### config.mk
export PLATFORM = sky130hd
export DESIGN_NAME = osd_cmd_fsm_flat
export DESIGN_NICKNAME = d
export VERILOG_FILES = /design/src/hw/osd_pkg.sv /design/src/hw/osd_cmd_if.sv /design/src/hw/osd_cmd_fsm.sv /design/src/flat_wrapper.sv
export VERILOG_INCLUDE_DIRS = /design/src /design/src/include
export SDC_FILE = /design/constraint.sdc
export NUM_CORES = 1
export LEC_CHECK = 0
export BUFFER_PORTS_ARGS = -buffer_cell sky130_fd_sc_hd__clkbuf_2
export CAP_MARGIN = 5
export CORE_ASPECT_RATIO = 1.75
export CORE_MARGIN = 4
export CORE_UTILIZATION = 40
export DETAILED_ROUTE_END_ITERATION = 16
export SLEW_MARGIN = 20
export SYNTH_ARGS = -nofsm -noshare
export SYNTH_HDL_FRONTEND = slang
export SYNTH_SLANG_ARGS = --single-unit
### constraint.sdc
create_clock -name clk -period 2.9 [get_ports clk]
set_input_delay 0 -clock clk [delete_from_list [all_inputs] [get_ports clk]]
set_output_delay 0 -clock clk [all_outputs]
set_load 0.03 [all_outputs]
### src/include/osd_params.svh
// osd geometry and reset values; window sizes assume 2 clocks per pixel and 8 lines per row
`ifndef OSD_PARAMS_SVH
`define OSD_PARAMS_SVH

// --------------------
// buffer geometry
// --------------------
// 8 text rows of 8 pixel lines, 256 columns each
`define OSD_ROWS 8
`define OSD_COLS 256
`define OSD_BUF_DEPTH (`OSD_ROWS * `OSD_COLS)

// --------------------
// beam window
// --------------------
// horizontal in clocks, one pixel is two clocks
`define OSD_H_START 896
`define OSD_H_LEN (`OSD_COLS * 2)
// vertical in lines
`define OSD_V_START 128
`define OSD_V_LEN (`OSD_ROWS * 8)

// reset values
`define OSD_MEM_CFG_RESET 6'b000101
// bit 3 set means no row highlighted
`define OSD_HIGHLIGHT_NONE 4'b1000

`endif

### src/hw/osd_pkg.sv
// shared osd types; command codes are the top six bits of a command byte
package osd_pkg;

  typedef logic [7:0]  byte_t;
  typedef logic [10:0] buf_addr_t;
  typedef logic [10:0] h_count_t;
  typedef logic [8:0]  v_count_t;
  // bit 3 set = no highlight, bits 2:0 = row
  typedef logic [3:0]  highlight_t;

  // command codes, byte[7:2]
  typedef enum logic [5:0] {
    RESET_CTRL   = 6'b000010,
    OSD_CTRL     = 6'b001010,
    CHIP_CFG     = 6'b000001,
    CPU_CFG      = 6'b000101,
    MEMORY_CFG   = 6'b001001,
    VIDEO_CFG    = 6'b001101,
    FLOPPY_CFG   = 6'b010001,
    HARDDISK_CFG = 6'b010101,
    JOYSTICK_CFG = 6'b011001,
    OSD_BUFFER   = 6'b000011
  } cmd_code_t;

  // who owns a decoded write
  typedef enum logic [3:0] {
    TGT_RESET_CTRL, TGT_OSD_CTRL, TGT_CHIP, TGT_CPU, TGT_MEMORY, TGT_VIDEO,
    TGT_FLOPPY, TGT_HARDDISK, TGT_JOYSTICK, TGT_LINE, TGT_BUF
  } wr_target_t;

  typedef enum logic [2:0] {
    ST_IDLE, ST_REG, ST_LINE, ST_STREAM, ST_IGNORE
  } cmd_state_t;

endpackage

### src/hw/osd_cmd_if.sv
// decoded write bus; wr_valid is a one-cycle pulse with no acknowledge
`timescale 1ns/10ps

interface osd_cmd_if;

  logic                   wr_valid;
  osd_pkg::wr_target_t    wr_target;
  osd_pkg::byte_t         wr_data;
  // only meaningful for TGT_BUF
  osd_pkg::buf_addr_t     wr_addr;

  modport fsm (output wr_valid, output wr_target, output wr_data, output wr_addr);
  // register bank ignores the address
  modport regs (input wr_valid, input wr_target, input wr_data);
  modport buffer (input wr_valid, input wr_target, input wr_data, input wr_addr);

endinterface

### src/hw/osd_cmd_fsm.sv
// byte decoder; expects deframed byte strobes at least 2 cycles apart, line byte first for buffer writes
`timescale 1ns/10ps
`include "osd_params.svh"

module osd_cmd_fsm (
  input  logic           clk,
  input  logic           reset,
  input  logic           rx_valid,
  input  logic           rx_cmd,
  input  osd_pkg::byte_t rx_data,
  osd_cmd_if.fsm         cmd
);

  osd_pkg::cmd_state_t state;
  osd_pkg::cmd_code_t  code;
  osd_pkg::cmd_state_t code_state;
  osd_pkg::wr_target_t code_target;
  // target latched from the last config command
  osd_pkg::wr_target_t reg_target;
  osd_pkg::buf_addr_t  addr_cnt;

  // --------------------
  // command decode
  // --------------------
  always_comb begin
    code        = osd_pkg::cmd_code_t'(rx_data[7:2]);
    code_state  = osd_pkg::ST_REG;
    code_target = osd_pkg::TGT_RESET_CTRL;
    case (code)
      osd_pkg::RESET_CTRL:   code_target = osd_pkg::TGT_RESET_CTRL;
      osd_pkg::OSD_CTRL:     code_target = osd_pkg::TGT_OSD_CTRL;
      osd_pkg::CHIP_CFG:     code_target = osd_pkg::TGT_CHIP;
      osd_pkg::CPU_CFG:      code_target = osd_pkg::TGT_CPU;
      osd_pkg::MEMORY_CFG:   code_target = osd_pkg::TGT_MEMORY;
      osd_pkg::VIDEO_CFG:    code_target = osd_pkg::TGT_VIDEO;
      osd_pkg::FLOPPY_CFG:   code_target = osd_pkg::TGT_FLOPPY;
      osd_pkg::HARDDISK_CFG: code_target = osd_pkg::TGT_HARDDISK;
      osd_pkg::JOYSTICK_CFG: code_target = osd_pkg::TGT_JOYSTICK;
      osd_pkg::OSD_BUFFER:   code_state  = osd_pkg::ST_LINE;
      // unknown or dropped command, swallow its data
      default:               code_state  = osd_pkg::ST_IGNORE;
    endcase
  end

  // --------------------
  // state and strobe
  // --------------------
  always_ff @(posedge clk) begin
    if (reset) begin
      state        <= osd_pkg::ST_IDLE;
      cmd.wr_valid <= 1'b0;
    end else begin
      cmd.wr_valid <= 1'b0;
      // a command byte always restarts decoding
      if (rx_valid && rx_cmd) begin
        state <= code_state;
      end else if (rx_valid) begin
        case (state)
          osd_pkg::ST_REG: begin
            cmd.wr_valid <= 1'b1;
            // one data byte per register write
            state        <= osd_pkg::ST_IGNORE;
          end
          osd_pkg::ST_LINE: begin
            cmd.wr_valid <= 1'b1;
            state        <= osd_pkg::ST_STREAM;
          end
          osd_pkg::ST_STREAM: cmd.wr_valid <= 1'b1;
          default: ;
        endcase
      end
    end
  end

  // payload and address counter
  always_ff @(posedge clk) begin
    if (rx_valid && rx_cmd) begin
      reg_target <= code_target;
    end
    if (rx_valid && !rx_cmd) begin
      cmd.wr_data <= rx_data;
      cmd.wr_addr <= addr_cnt;
      case (state)
        osd_pkg::ST_REG: cmd.wr_target <= reg_target;
        osd_pkg::ST_LINE: begin
          cmd.wr_target <= osd_pkg::TGT_LINE;
          // line number selects a 256-byte row
          addr_cnt      <= osd_pkg::buf_addr_t'(rx_data[2:0]) << $clog2(`OSD_COLS);
        end
        osd_pkg::ST_STREAM: begin
          cmd.wr_target <= osd_pkg::TGT_BUF;
          addr_cnt      <= addr_cnt + 11'd1;
        end
        default: ;
      endcase
    end
  end

  a_state_legal : assert property (@(posedge clk) disable iff (reset)
    !$isunknown(state) && state inside {osd_pkg::ST_IDLE, osd_pkg::ST_REG,
      osd_pkg::ST_LINE, osd_pkg::ST_STREAM, osd_pkg::ST_IGNORE});

endmodule

### src/flat_wrapper.sv
// flat-port wrapper written by rule: the top's interface ports become plain ports
module osd_cmd_fsm_flat 
  (clk, reset, rx_valid, rx_cmd, rx_data, cmd_wr_valid, cmd_wr_target, cmd_wr_data, cmd_wr_addr);
  osd_cmd_if cmd_i ();
  input  logic clk;
  input  logic reset;
  input  logic rx_valid;
  input  logic rx_cmd;
  input  osd_pkg::byte_t rx_data;
  output wire logic [$bits(cmd_i.wr_valid)-1:0] cmd_wr_valid;
  output wire logic [$bits(cmd_i.wr_target)-1:0] cmd_wr_target;
  output wire logic [$bits(cmd_i.wr_data)-1:0] cmd_wr_data;
  output wire logic [$bits(cmd_i.wr_addr)-1:0] cmd_wr_addr;
  assign cmd_wr_valid = cmd_i.wr_valid;
  assign cmd_wr_target = cmd_i.wr_target;
  assign cmd_wr_data = cmd_i.wr_data;
  assign cmd_wr_addr = cmd_i.wr_addr;
  osd_cmd_fsm u_core (.clk(clk), .reset(reset), .rx_valid(rx_valid), .rx_cmd(rx_cmd), .rx_data(rx_data), .cmd(cmd_i));
endmodule
==> metrics.md, run 1 <==
| Metric | Value |
|---|---|
| Worst-path clk slew | 70 ps |
| YS warnings | 0 |
| Worst min-delay path class | in2reg |
| RR Endpoint | u_core.addr_cnt[10]$_DFFE_PP_ |
| Mapped cell area | 1700 um2 |
| Total core area | 4110 um2 |
| HPWL Detailed | 2280 um |
| Critical path class | reg2reg |
| Aggregate global routing overflow | 0 |
| 1st-pass router iterations | 4 |
| Starting Density | 0.414 |
| Antenna Nets Post-Route | 0 |
| CTS buffer count | 5 |
| CTS Buffer Depth | 2 |
| Arr. time, crit path | 1780 ps |
| Mapped Avg Cell Area | 13.4 um2 |
| Avg WL per Cell | 13.4 um |
| Synth unique cells | 30 |
| CP required | 2920 ps |
| Area contributors post-synth | edfxtp_1 67%, dfxtp_1 4.7%, nand2_1 2.6% |
| Post-synth top area cell | edfxtp_1 |
| Nets | 190 |
| Final GP Congestion | 0.774 |
| Area Overhead vs Synth | 23.4% |
| Worst hold path depth | 3 |
| #FFs+latches synth | 42 |
| All-layer global routing usage | 0.124 |
| Worst-margin pin slew | 920 ps |
| TritonCTS clock tree | done |
| Htree depth | 2 |
| Share of the synthesized area in the top cell type | 0.670 |
| Unrepaired setup endpoints after global routing | no |
| Starting DRT DRC Count | 12 |
| Reg2Reg Setup Slack | 1140 ps |
| Crit path launch type | flop |
| Vias in the first global route | 1141 |
| First-pass GRT wire length | 5110 um |
| Hold path start | rx_valid |
| Die area | 5410 um2 |
| Tmin final | 1760 ps |
| Row count | 31 |
| Final Hold Vio Count | 0 |
| Port bufs | 35 |
| Peak VDD IR | 0.355 mV |
| Endpoint class of the critical path | flop |
| Post-Synthesis Cells | 127 |
| Diode count | 0 |
| Sequential fraction of the synthesis area | 0.717 |
| Post_cts resized | 0 |
| # fillers | 395 |
| Finished Core Util | 0.511 |
| Worst Hold Endpoint | u_core.cmd.wr_valid$_SDFF_PP0_ |
| Skew final | 2.00 ps |
| DR DRC count | 0 |
| Antenna violations before repair | 0 |
| Die width | 57.3 um |
| Die height | 94.3 um |
| R2R depth | 5 |
| Final Max Slew Viols | 0 |
| Share of cells above drive strength 1 | 0.237 |
| Sink Count | 42 |
| P_leak | 0.777 nW |
| Pwr Total | 1.14 mW |
| Total wire length | 3020 um |
| Endpoints failing setup | 0 |
| Largest net degree at the start of global routing | 20 |
| PD cells | 541 nW/um2 |
| Ports | 36 |
| Root buffer cell | clkbuf_8 |
| Total of max-cap violations | 0 |
| Postcts setup bufs | 0 |
| Via-to-Cell Ratio | 4.86 |
| Worst slew margin | 0.384 |
| Fmax achieved | 568 MHz |
| R2R Path Start | u_core.addr_cnt[0]$_SDFFCE_PN0P_ |
| Clk_lat worst skew | 280 ps |
| Status | finished clean |
| Syn Nets | 140 |
| Fin crit share | 0.607 |
| Vias post-DR | 1098 |
| CP Max Fanout | 5 |
| Sum Neg Setup Slack | 0 ps |
==> cells in the mapped netlist <==
cell and n:
edfxtp_1 38, nand2_1 12, nor2_1 10, o21ai_0 7, a21oi_1 6, nor3_1 6, inv_1 5, xor2_1 5
dfxtp_1 4, nand2b_1 4, xnor2_1 4, nand3_1 3, and2_1 2, nand4_1 2, nor2b_1 2, nor3b_1 2
o21a_1 2, a211oi_1 1, a31o_2 1, and3_1 1, and4_1 1, clkbuf_1 1, ha_1 1, nand3b_1 1
nor4_1 1, nor4b_1 1, o21ai_1 1, or3_1 1, or3b_1 1, or3b_2 1
==> area by class of cell <==
class	count	area [um2]	share of cell area
Clock buffer	7	76.3	0.0363
Inverter	5	18.8	0.00893
Multi-Input combinational cell	79	459	0.218
Tap cell	49	61.3	0.0292
Sequential cell	42	1220	0.581
Timing Repair Buffer	44	265	0.126
==> stage by stage <==
stage               hold WS [ps]  setup slack, ps  instances  cell area [um2]
floorplan                   72.8             1300        127             1700
global placement             203             1210        210             1940
detailed placement           205             1140        210             1940
CTS                         77.2             1120        226             2100
global route                98.2              988        226             2100
finish                      80.5             1140        226             2100
==> metal layers <==
metal | part of all wire | up-vias | track usage
li1 | - | 559 | -
met1 | 0.38 | 509 | 0.125
met2 | 0.55 | 26 | 0.233
met3 | 0.049 | 4 | 0.0289
met4 | 0.017 | 0 | 0.0580
met5 | 0 | - | 0
==> critical path, stage by stage (launching register included) <==
cell and delay (ps):
edfxtp_1 420, ha_1 230, and4_1 260, or3b_1 370, xor2_1 150, o21ai_1 70
==> kinds of logic after synthesis <==
family                   count (synthesis)  share of synthesized area
flip-flops                              42                      0.717
XOR/XNOR                                 9                     0.0463
buffers and inverters                    6                     0.0132
adder cells (fa/ha/maj)                  1                    0.00735
AO/OA/AOI/OAI                           18                     0.0595
AND/OR/NAND/NOR                         51                      0.157
==> placed cells by master, fill, tap and decap left out, drive strengths merged, types with 5 or more instances in the layout <==
| cell type | instances |
|---|---|
| a21oi | 6 |
| clkbuf | 42 |
| dlygate4sd3 | 9 |
| edfxtp | 38 |
| inv | 5 |
| nand2 | 12 |
| nor2 | 10 |
| nor3 | 6 |
| o21ai | 8 |
| xor2 | 5 |
==> power by group <==
group,internal (mW),total (mW),leakage (nW),switching (mW)
clock,0.166,0.339,0.0383,0.173
combinational,0.0377,0.106,0.357,0.0680
sequential,0.683,0.694,0.382,0.0107
total,0.886,1.14,0.777,0.252
==> sequential cells by signal, summed over array words and instances (netlist names) <==
name,flops
u_core.addr_cnt,11
u_core.cmd.wr_addr,11
u_core.cmd.wr_data,8
u_core.cmd.wr_target,4
u_core.cmd.wr_valid,1
u_core.reg_target,4
u_core.state,3
==> how the worst max path moves through the flow <==
stage	cells past startpoint	end	from	slack, ps
floorplan	5	u_core.addr_cnt[10]$_DFFE_PP_	u_core.addr_cnt[0]$_SDFFCE_PN0P_	1300
global placement	5	u_core.addr_cnt[10]$_DFFE_PP_	u_core.addr_cnt[0]$_SDFFCE_PN0P_	1210
detailed placement	5	u_core.addr_cnt[10]$_DFFE_PP_	u_core.addr_cnt[0]$_SDFFCE_PN0P_	1140
CTS	5	u_core.addr_cnt[10]$_DFFE_PP_	u_core.addr_cnt[0]$_SDFFCE_PN0P_	1120
global route	2	u_core.addr_cnt[5]$_SDFFCE_PN0P_	u_core.state[2]$_SDFFE_PP0P_	990
finish	5	u_core.addr_cnt[10]$_DFFE_PP_	u_core.addr_cnt[0]$_SDFFCE_PN0P_	1140
==> what timing repair did <==
action | CTS | global route
hold buffers | 9 | 0
hold endpoints to repair | 10 | 0
setup endpoints to repair | 0 | 0
Power figures use the tool's default switching activity.
==> inputs of run 2 (changes only) <==
==> constraint.sdc (replaced) <==
create_clock -name clk -period 1.7 [get_ports clk]
set_input_delay 0 -clock clk [delete_from_list [all_inputs] [get_ports clk]]
set_output_delay 0 -clock clk [all_outputs]
set_load 0.03 [all_outputs]
==> run 2 against run 1 <==
Effect of this change: sequential power grew 70%; via count is 9.0% higher; clock power grew 120%; total power up 86%; critical path depth did not move; hold slack improved by 17 ps; register-to-register slack worse by 1100 ps; fmax is 8.8% higher; critical endpoint unchanged; largest power group unchanged.
==> metrics.md, run 2 (same netlist as run 1, synthesis figures left out) <==
| Metric | Value |
|---|---|
| TritonCTS clock tree | done |
| P_leak | 0.842 nW (+8.3%) |
| Antenna Nets Post-Route | 0 (unchanged) |
| First-pass GRT wire length | 5350 um (+4.9%) |
| PD cells | 956 nW/um2 (+77%) |
| R2R Path Start | u_core.addr_cnt[0]$_SDFFCE_PN0P_ |
| Endpoints failing setup | 0 (unchanged) |
| Fin crit share | 0.952 (+0.345) |
| Worst-margin pin slew | 449 ps (-471 ps) |
| Final Hold Vio Count | 0 (unchanged) |
| CTS Buffer Depth | 2 (unchanged) |
| Root buffer cell | clkbuf_8 |
| Die width | 57.3 um (unchanged) |
| Starting Density | 0.414 (unchanged) |
| HPWL Detailed | 2410 um (+5.8%) |
| Largest net degree at the start of global routing | 20 (unchanged) |
| Starting DRT DRC Count | 18 (+6) |
| Delay-heaviest family, CP | simple AND/OR/NAND/NOR gates |
| CP Max Fanout | 3 (-2) |
| Unrepaired setup endpoints after global routing | no |
| Buf+Inv Stages, Crit Path | 0 (unchanged) |
| Area occupied by multi-input gates | 462 um2 (+0.55%) |
| Worst slew margin | 0.700 (+0.316) |
| Skew final | 4.99 ps (+2.99 ps) |
| Final GP Congestion | 0.756 (-2.3%) |
| Vias post-DR | 1197 (+9.0%) |
| Biggest registers after layout | u_core.addr_cnt x11, u_core.cmd.wr_addr x11, u_core.cmd.wr_data x8 |
| DR DRC count | 0 (unchanged) |
| Non-filler cells, final | 237 (+4.9%) |
| Final Max Slew Viols | 0 (unchanged) |
| Share of cells above drive strength 1 | 0.293 (+0.0553) |
| Worst Hold Endpoint | u_core.cmd.wr_valid$_SDFF_PP0_ |
| Diode count | 0 (unchanged) |
| Most common cell after layout, fill and taps aside | edfxtp_1 |
| Total wire length | 3140 um (+3.8%) |
| Clk_lat worst skew | 280 ps (about the same) |
| Pwr Total | 2.12 mW (+86%) |
| Finished Core Util | 0.538 (+0.0271) |
| Htree depth | 2 (unchanged) |
| FF/Latch Area | 1220 um2 (unchanged) |
| Nets | 200 (+5.3%) |
| Endpoint class of the critical path | flop |
| Sum Neg Setup Slack | 0 ps (unchanged) |
| Fmax achieved | 618 MHz (+8.8%) |
| Worst-path clk slew | 80 ps (about the same) |
| Total core area | 4110 um2 (unchanged) |
| Port bufs | 35 (unchanged) |
| Die height | 94.3 um (unchanged) |
| Worst min-delay path class | in2reg |
| # fillers | 383 (-3.0%) |
| Via-to-Cell Ratio | 5.05 (+4.0%) |
| Slowest CP cell | or3b_1 |
| Total of max-cap violations | 0 (unchanged) |
| RR Endpoint | u_core.addr_cnt[10]$_DFFE_PP_ |
| CP required | 1720 ps (-1200 ps) |
| Antenna violations before repair | 0 (unchanged) |
| Arr. time, crit path | 1640 ps (-140 ps) |
| 1st-pass router iterations | 4 (unchanged) |
| Vias in the first global route | 1199 (+5.1%) |
| Row count | 31 (unchanged) |
| Worst hold path depth | 3 (unchanged) |
| Sink Count | 42 (unchanged) |
| Hold path start | rx_valid |
| Dpl cells | 219 (+4.3%) |
| Die area | 5410 um2 (unchanged) |
| Most frequent cells in the layout | 38 x edfxtp_1, 35 x clkbuf_2, 12 x nand2_1 |
| Area Overhead vs Synth | 30.0% |
| Critical path class | reg2reg |
| Avg WL per Cell | 13.2 um (-0.98%) |
| R2R depth | 5 (unchanged) |
| Reg2Reg Setup Slack | 80 ps (-1060 ps) |
| Status | finished clean |
| Ports | 36 (unchanged) |
| Tmin final | 1620 ps (-143 ps) |
| Critical Path Max Stage Delay | 360 ps (-60 ps) |
| Aggregate global routing overflow | 0 (unchanged) |
| Ordered cell list for the critical path | ha_1 -> and4_4 -> or3b_1 -> xor2_1 -> o21ai_1 |
| Crit path launch type | flop |
| CTS buffer count | 5 (unchanged) |
| Peak VDD IR | 0.738 mV (+110%) |
| All-layer global routing usage | 0.129 (+0.00495) |
[run 2: changes by cell type in the layout (fill, tap and decap cells not counted)]
cell	before	now
buf_4	0	10
clkinvlp_4	0	1
bufinv_16	0	1
and4_1	1	0
clkbuf_1	2	1
and4_4	0	1
[run 2: report_power, final]
group	switching (mW)	internal [mW]	total [mW]
Combinational	0.118	0.0703	0.189
Clock	0.308	0.438	0.745
Sequential	0.0177	1.16	1.18
[run 2: per-layer routing]
| layer | vias to the layer above | global-route usage | wire length, um |
|---|---|---|---|
| met5 | - | 0 | 0 |
| li1 | 584 | - | - |
| met2 | 40 | 0.245 | 1850 |
| met3 | 4 | 0.0385 | 198 |
| met4 | 0 | 0.0426 | 37 |
| met1 | 569 | 0.130 | 1060 |
[run 2: stage by stage]
| stage | area, um2 | hold WS [ps] | setup WS, ps |
|---|---|---|---|
| floorplan | 1700 | 72.8 | 100 |
| global placement | 2000 | 199 | 146 |
| detailed placement | 2000 | 200 | 81.2 |
| CTS | 2200 | 94.2 | 62.8 |
| global route | 2210 | 131 | 0.0961 |
| finish | 2210 | 97.5 | 81.4 |
[run 2: area by class of cell]
type / instances / share of cell area
inverter: 5 / 0.00848
sequential: 42 / 0.552
tap: 49 / 0.0277
clock buffer: 6 / 0.0328
multi-input combinational: 79 / 0.209
timing repair buffer: 54 / 0.154
clock inverter: 2 / 0.0170
[run 2: how the worst max path moves through the flow]
stage                                     start                       endpoint  slack [ps]  cells past startpoint
3_5_place_dp   u_core.addr_cnt[1]$_SDFFCE_PN0P_  u_core.addr_cnt[10]$_DFFE_PP_          80                      5
4_1_cts        u_core.addr_cnt[1]$_SDFFCE_PN0P_  u_core.addr_cnt[10]$_DFFE_PP_          60                      5
6_report       u_core.addr_cnt[0]$_SDFFCE_PN0P_  u_core.addr_cnt[10]$_DFFE_PP_          80                      5
5_1_grt        u_core.addr_cnt[1]$_SDFFCE_PN0P_  u_core.addr_cnt[10]$_DFFE_PP_         0.1                      5
2_1_floorplan  u_core.addr_cnt[0]$_SDFFCE_PN0P_  u_core.addr_cnt[10]$_DFFE_PP_         100                      5
3_3_place_gp   u_core.addr_cnt[0]$_SDFFCE_PN0P_  u_core.addr_cnt[10]$_DFFE_PP_         150                      5
[run 2: tightest hold or removal path: cells and delay by family]
kind          cells  cell delay (ps)
buf+inv           1              120
simple gates      2              210
[run 2: what timing repair did]
action	4_1_cts	5_1_grt
endpoints found under the hold margin	10	0
endpoints found under the setup margin	0	1
setup buffers	0	1
hold buffers	9	0
gates resized for setup	0	1
==> inputs of run 3 (changes only) <==
--- a/config.mk
+++ b/config.mk
@@ -12,6 +12,7 @@
 export CORE_MARGIN = 4
 export CORE_UTILIZATION = 40
 export DETAILED_ROUTE_END_ITERATION = 16
+export RECOVER_POWER = 100
 export SLEW_MARGIN = 20
 export SYNTH_ARGS = -nofsm -noshare
 export SYNTH_HDL_FRONTEND = slang
==> run 3 against run 2 <==
Effect of this change: setup slack improved by 9.1 ps; via count decreased by 0.17%; non-clock buffer count is the same; core utilization is 1.6 points lower; final area down 3.1%; cell count stayed put; global-route usage unchanged; register-to-register slack is essentially flat; critical endpoint unchanged; largest power group unchanged.
==> metrics.md, run 3 (same netlist as run 1, synthesis figures left out) <==
| Metric | Value |
|---|---|
| Buf+Inv Stages, Crit Path | 0 (unchanged) |
| Endpoint class of the critical path | flop |
| Final Hold Vio Count | 0 (unchanged) |
| Fin crit share | 0.947 (-0.00533) |
| Most common cell after layout, fill and taps aside | clkbuf_1 |
| All-layer global routing usage | 0.129 (unchanged) |
| Final Max Slew Viols | 0 (unchanged) |
| Total of max-cap violations | 0 (unchanged) |
| Reg2Reg Setup Slack | 90 ps (about the same) |
| Hold path start | rx_cmd |
| DR DRC count | 0 (unchanged) |
| Die area | 5410 um2 (unchanged) |
| Fmax achieved | 621 MHz (+0.56%) |
| Worst-path clk slew | 80 ps (about the same) |
| R2R Path Start | u_core.addr_cnt[1]$_SDFFCE_PN0P_ |
| Die height | 94.3 um (unchanged) |
| Final GP Congestion | 0.756 (unchanged) |
| Port bufs | 35 (unchanged) |
| Share of cells above drive strength 1 | 0.0798 (-0.213) |
| Area Overhead vs Synth | 26.0% |
| Crit path launch type | flop |
| FF/Latch Area | 1220 um2 (unchanged) |
| Biggest registers after layout | u_core.addr_cnt x11, u_core.cmd.wr_addr x11, u_core.cmd.wr_data x8 |
| Starting DRT DRC Count | 18 (unchanged) |
| Placed inst area | 2000 um2 (unchanged) |
| HPWL Detailed | 2410 um (unchanged) |
| Status | finished clean |
| CTS Buffer Depth | 2 (unchanged) |
| # fillers | 408 (+6.5%) |
| Worst min-delay path class | in2reg |
| Unrepaired setup endpoints after global routing | no |
| Clk_lat worst skew | 280 ps (about the same) |
| Antenna violations before repair | 0 (unchanged) |
| P_leak | 0.715 nW (-15%) |
| Sink Count | 42 (unchanged) |
| Via-to-Cell Ratio | 5.04 (-0.17%) |
| Htree depth | 2 (unchanged) |
| Ports | 36 (unchanged) |
| Worst-margin pin slew | 1070 ps (+618 ps) |
| Tmin final | 1610 ps (-9.07 ps) |
| CP required | 1720 ps (about the same) |
| CTS buffer count | 5 (unchanged) |
| Ordered cell list for the critical path | ha_1 -> and4_4 -> or3b_1 -> xor2_1 -> o21ai_1 |
| Nets | 200 (unchanged) |
| Row count | 31 (unchanged) |
| Starting Density | 0.414 (unchanged) |
| Vias in the first global route | 1199 (unchanged) |
| Largest net degree at the start of global routing | 20 (unchanged) |
| Delay-heaviest family, CP | simple AND/OR/NAND/NOR gates |
| Sum Neg Setup Slack | 0 ps (unchanged) |
| Root buffer cell | clkbuf_8 |
| Slowest CP cell | or3b_1 |
| Avg WL per Cell | 13.4 um (+1.5%) |
| 1st-pass router iterations | 4 (unchanged) |
| Arr. time, crit path | 1630 ps (about the same) |
| Worst Hold Endpoint | u_core.state[2]$_SDFFE_PP0P_ |
| Vias post-DR | 1195 (-0.17%) |
| Total core area | 4110 um2 (unchanged) |
| PD cells | 980 nW/um2 (+2.5%) |
| RR Endpoint | u_core.addr_cnt[10]$_DFFE_PP_ |
| Peak VDD IR | 0.736 mV (-0.30%) |
| First-pass GRT wire length | 5350 um (unchanged) |
| R2R depth | 5 (unchanged) |
| Die width | 57.3 um (unchanged) |
| Total wire length | 3180 um (+1.5%) |
| Design Area, Final | 2150 um2 (-3.1%) |
| Skew final | 5.79 ps (+0.804 ps) |
| CP Max Fanout | 3 (unchanged) |
| Area occupied by multi-input gates | 462 um2 (unchanged) |
| Aggregate global routing overflow | 0 (unchanged) |
| Endpoints failing setup | 0 (unchanged) |
| Worst hold path depth | 4 (+1) |
| Antenna Nets Post-Route | 0 (unchanged) |
| Critical path class | reg2reg |
| Diode count | 0 (unchanged) |
| Worst slew margin | 0.289 (-0.411) |
| TritonCTS clock tree | done |
| Most frequent cells in the layout | 41 x clkbuf_1, 38 x edfxtp_1, 12 x nand2_1 |
| Critical Path Max Stage Delay | 360 ps (about the same) |
run 3: area by class of cell:
cell class / instances / area share
Sequential cell: 42 / 0.569
Multi-Input combinational cell: 79 / 0.215
Inverter: 5 / 0.00875
Clock buffer: 6 / 0.0338
Timing Repair Buffer: 54 / 0.127
Clock inverter: 2 / 0.0175
Tap cell: 49 / 0.0286
run 3: worst max path at each step:
stage | start | slack (ps) | end | cells after the start
4_1_cts | u_core.addr_cnt[1]$_SDFFCE_PN0P_ | 60 | u_core.addr_cnt[10]$_DFFE_PP_ | 5
2_1_floorplan | u_core.addr_cnt[0]$_SDFFCE_PN0P_ | 100 | u_core.addr_cnt[10]$_DFFE_PP_ | 5
3_5_place_dp | u_core.addr_cnt[1]$_SDFFCE_PN0P_ | 80 | u_core.addr_cnt[10]$_DFFE_PP_ | 5
3_3_place_gp | u_core.addr_cnt[0]$_SDFFCE_PN0P_ | 150 | u_core.addr_cnt[10]$_DFFE_PP_ | 5
5_1_grt | u_core.addr_cnt[1]$_SDFFCE_PN0P_ | 2 | u_core.addr_cnt[10]$_DFFE_PP_ | 5
6_report | u_core.addr_cnt[1]$_SDFFCE_PN0P_ | 90 | u_core.addr_cnt[10]$_DFFE_PP_ | 5
run 3: metrics by stage:
step / hold WS (ps) / total power, mW / setup slack [ps] / instances / util
2_1_floorplan: 72.8 / 1.31 / 100 / 127 / -
3_3_place_gp: 199 / 1.37 / 146 / 219 / 0.487
3_5_place_dp: 200 / 1.38 / 81.2 / 219 / 0.487
4_1_cts: 94.2 / 2.13 / 62.8 / 236 / 0.536
5_1_grt: 157 / 2.20 / 2.46 / 237 / 0.522
6_report: 121 / 2.10 / 90.5 / 237 / 0.522
run 3: repair_timing:
item                                    CTS  global route
hold buffers                              9             0
endpoints found under the hold margin    10             0
endpoints found under the setup margin    0             1
setup buffers                             0             1
resized for setup                         0             1
run 3: power by group:
group / leakage [nW] / internal, mW / switching (mW)
Clock: 0.0514 / 0.438 / 0.306
Sequential: 0.382 / 1.16 / 0.0174
Combinational: 0.282 / 0.0578 / 0.119
run 3: worst register-to-register path, delay by kind of cell (launching register included):
| family | cells | cell delay, ps |
|---|---|---|
| XOR/XNOR | 1 | 160 |
| AO/OA/AOI/OAI | 1 | 80 |
| adder cells (fa/ha/maj) | 1 | 170 |
| AND/OR/NAND/NOR | 2 | 590 |
| flip-flops | 1 | 350 |
run 3: per-layer routing:
metal,track usage,share of wire,up-vias
met5,0,0,-
met4,0.0426,0.012,0
met3,0.0385,0.058,4
met2,0.245,0.58,35
met1,0.130,0.35,572
li1,-,-,584
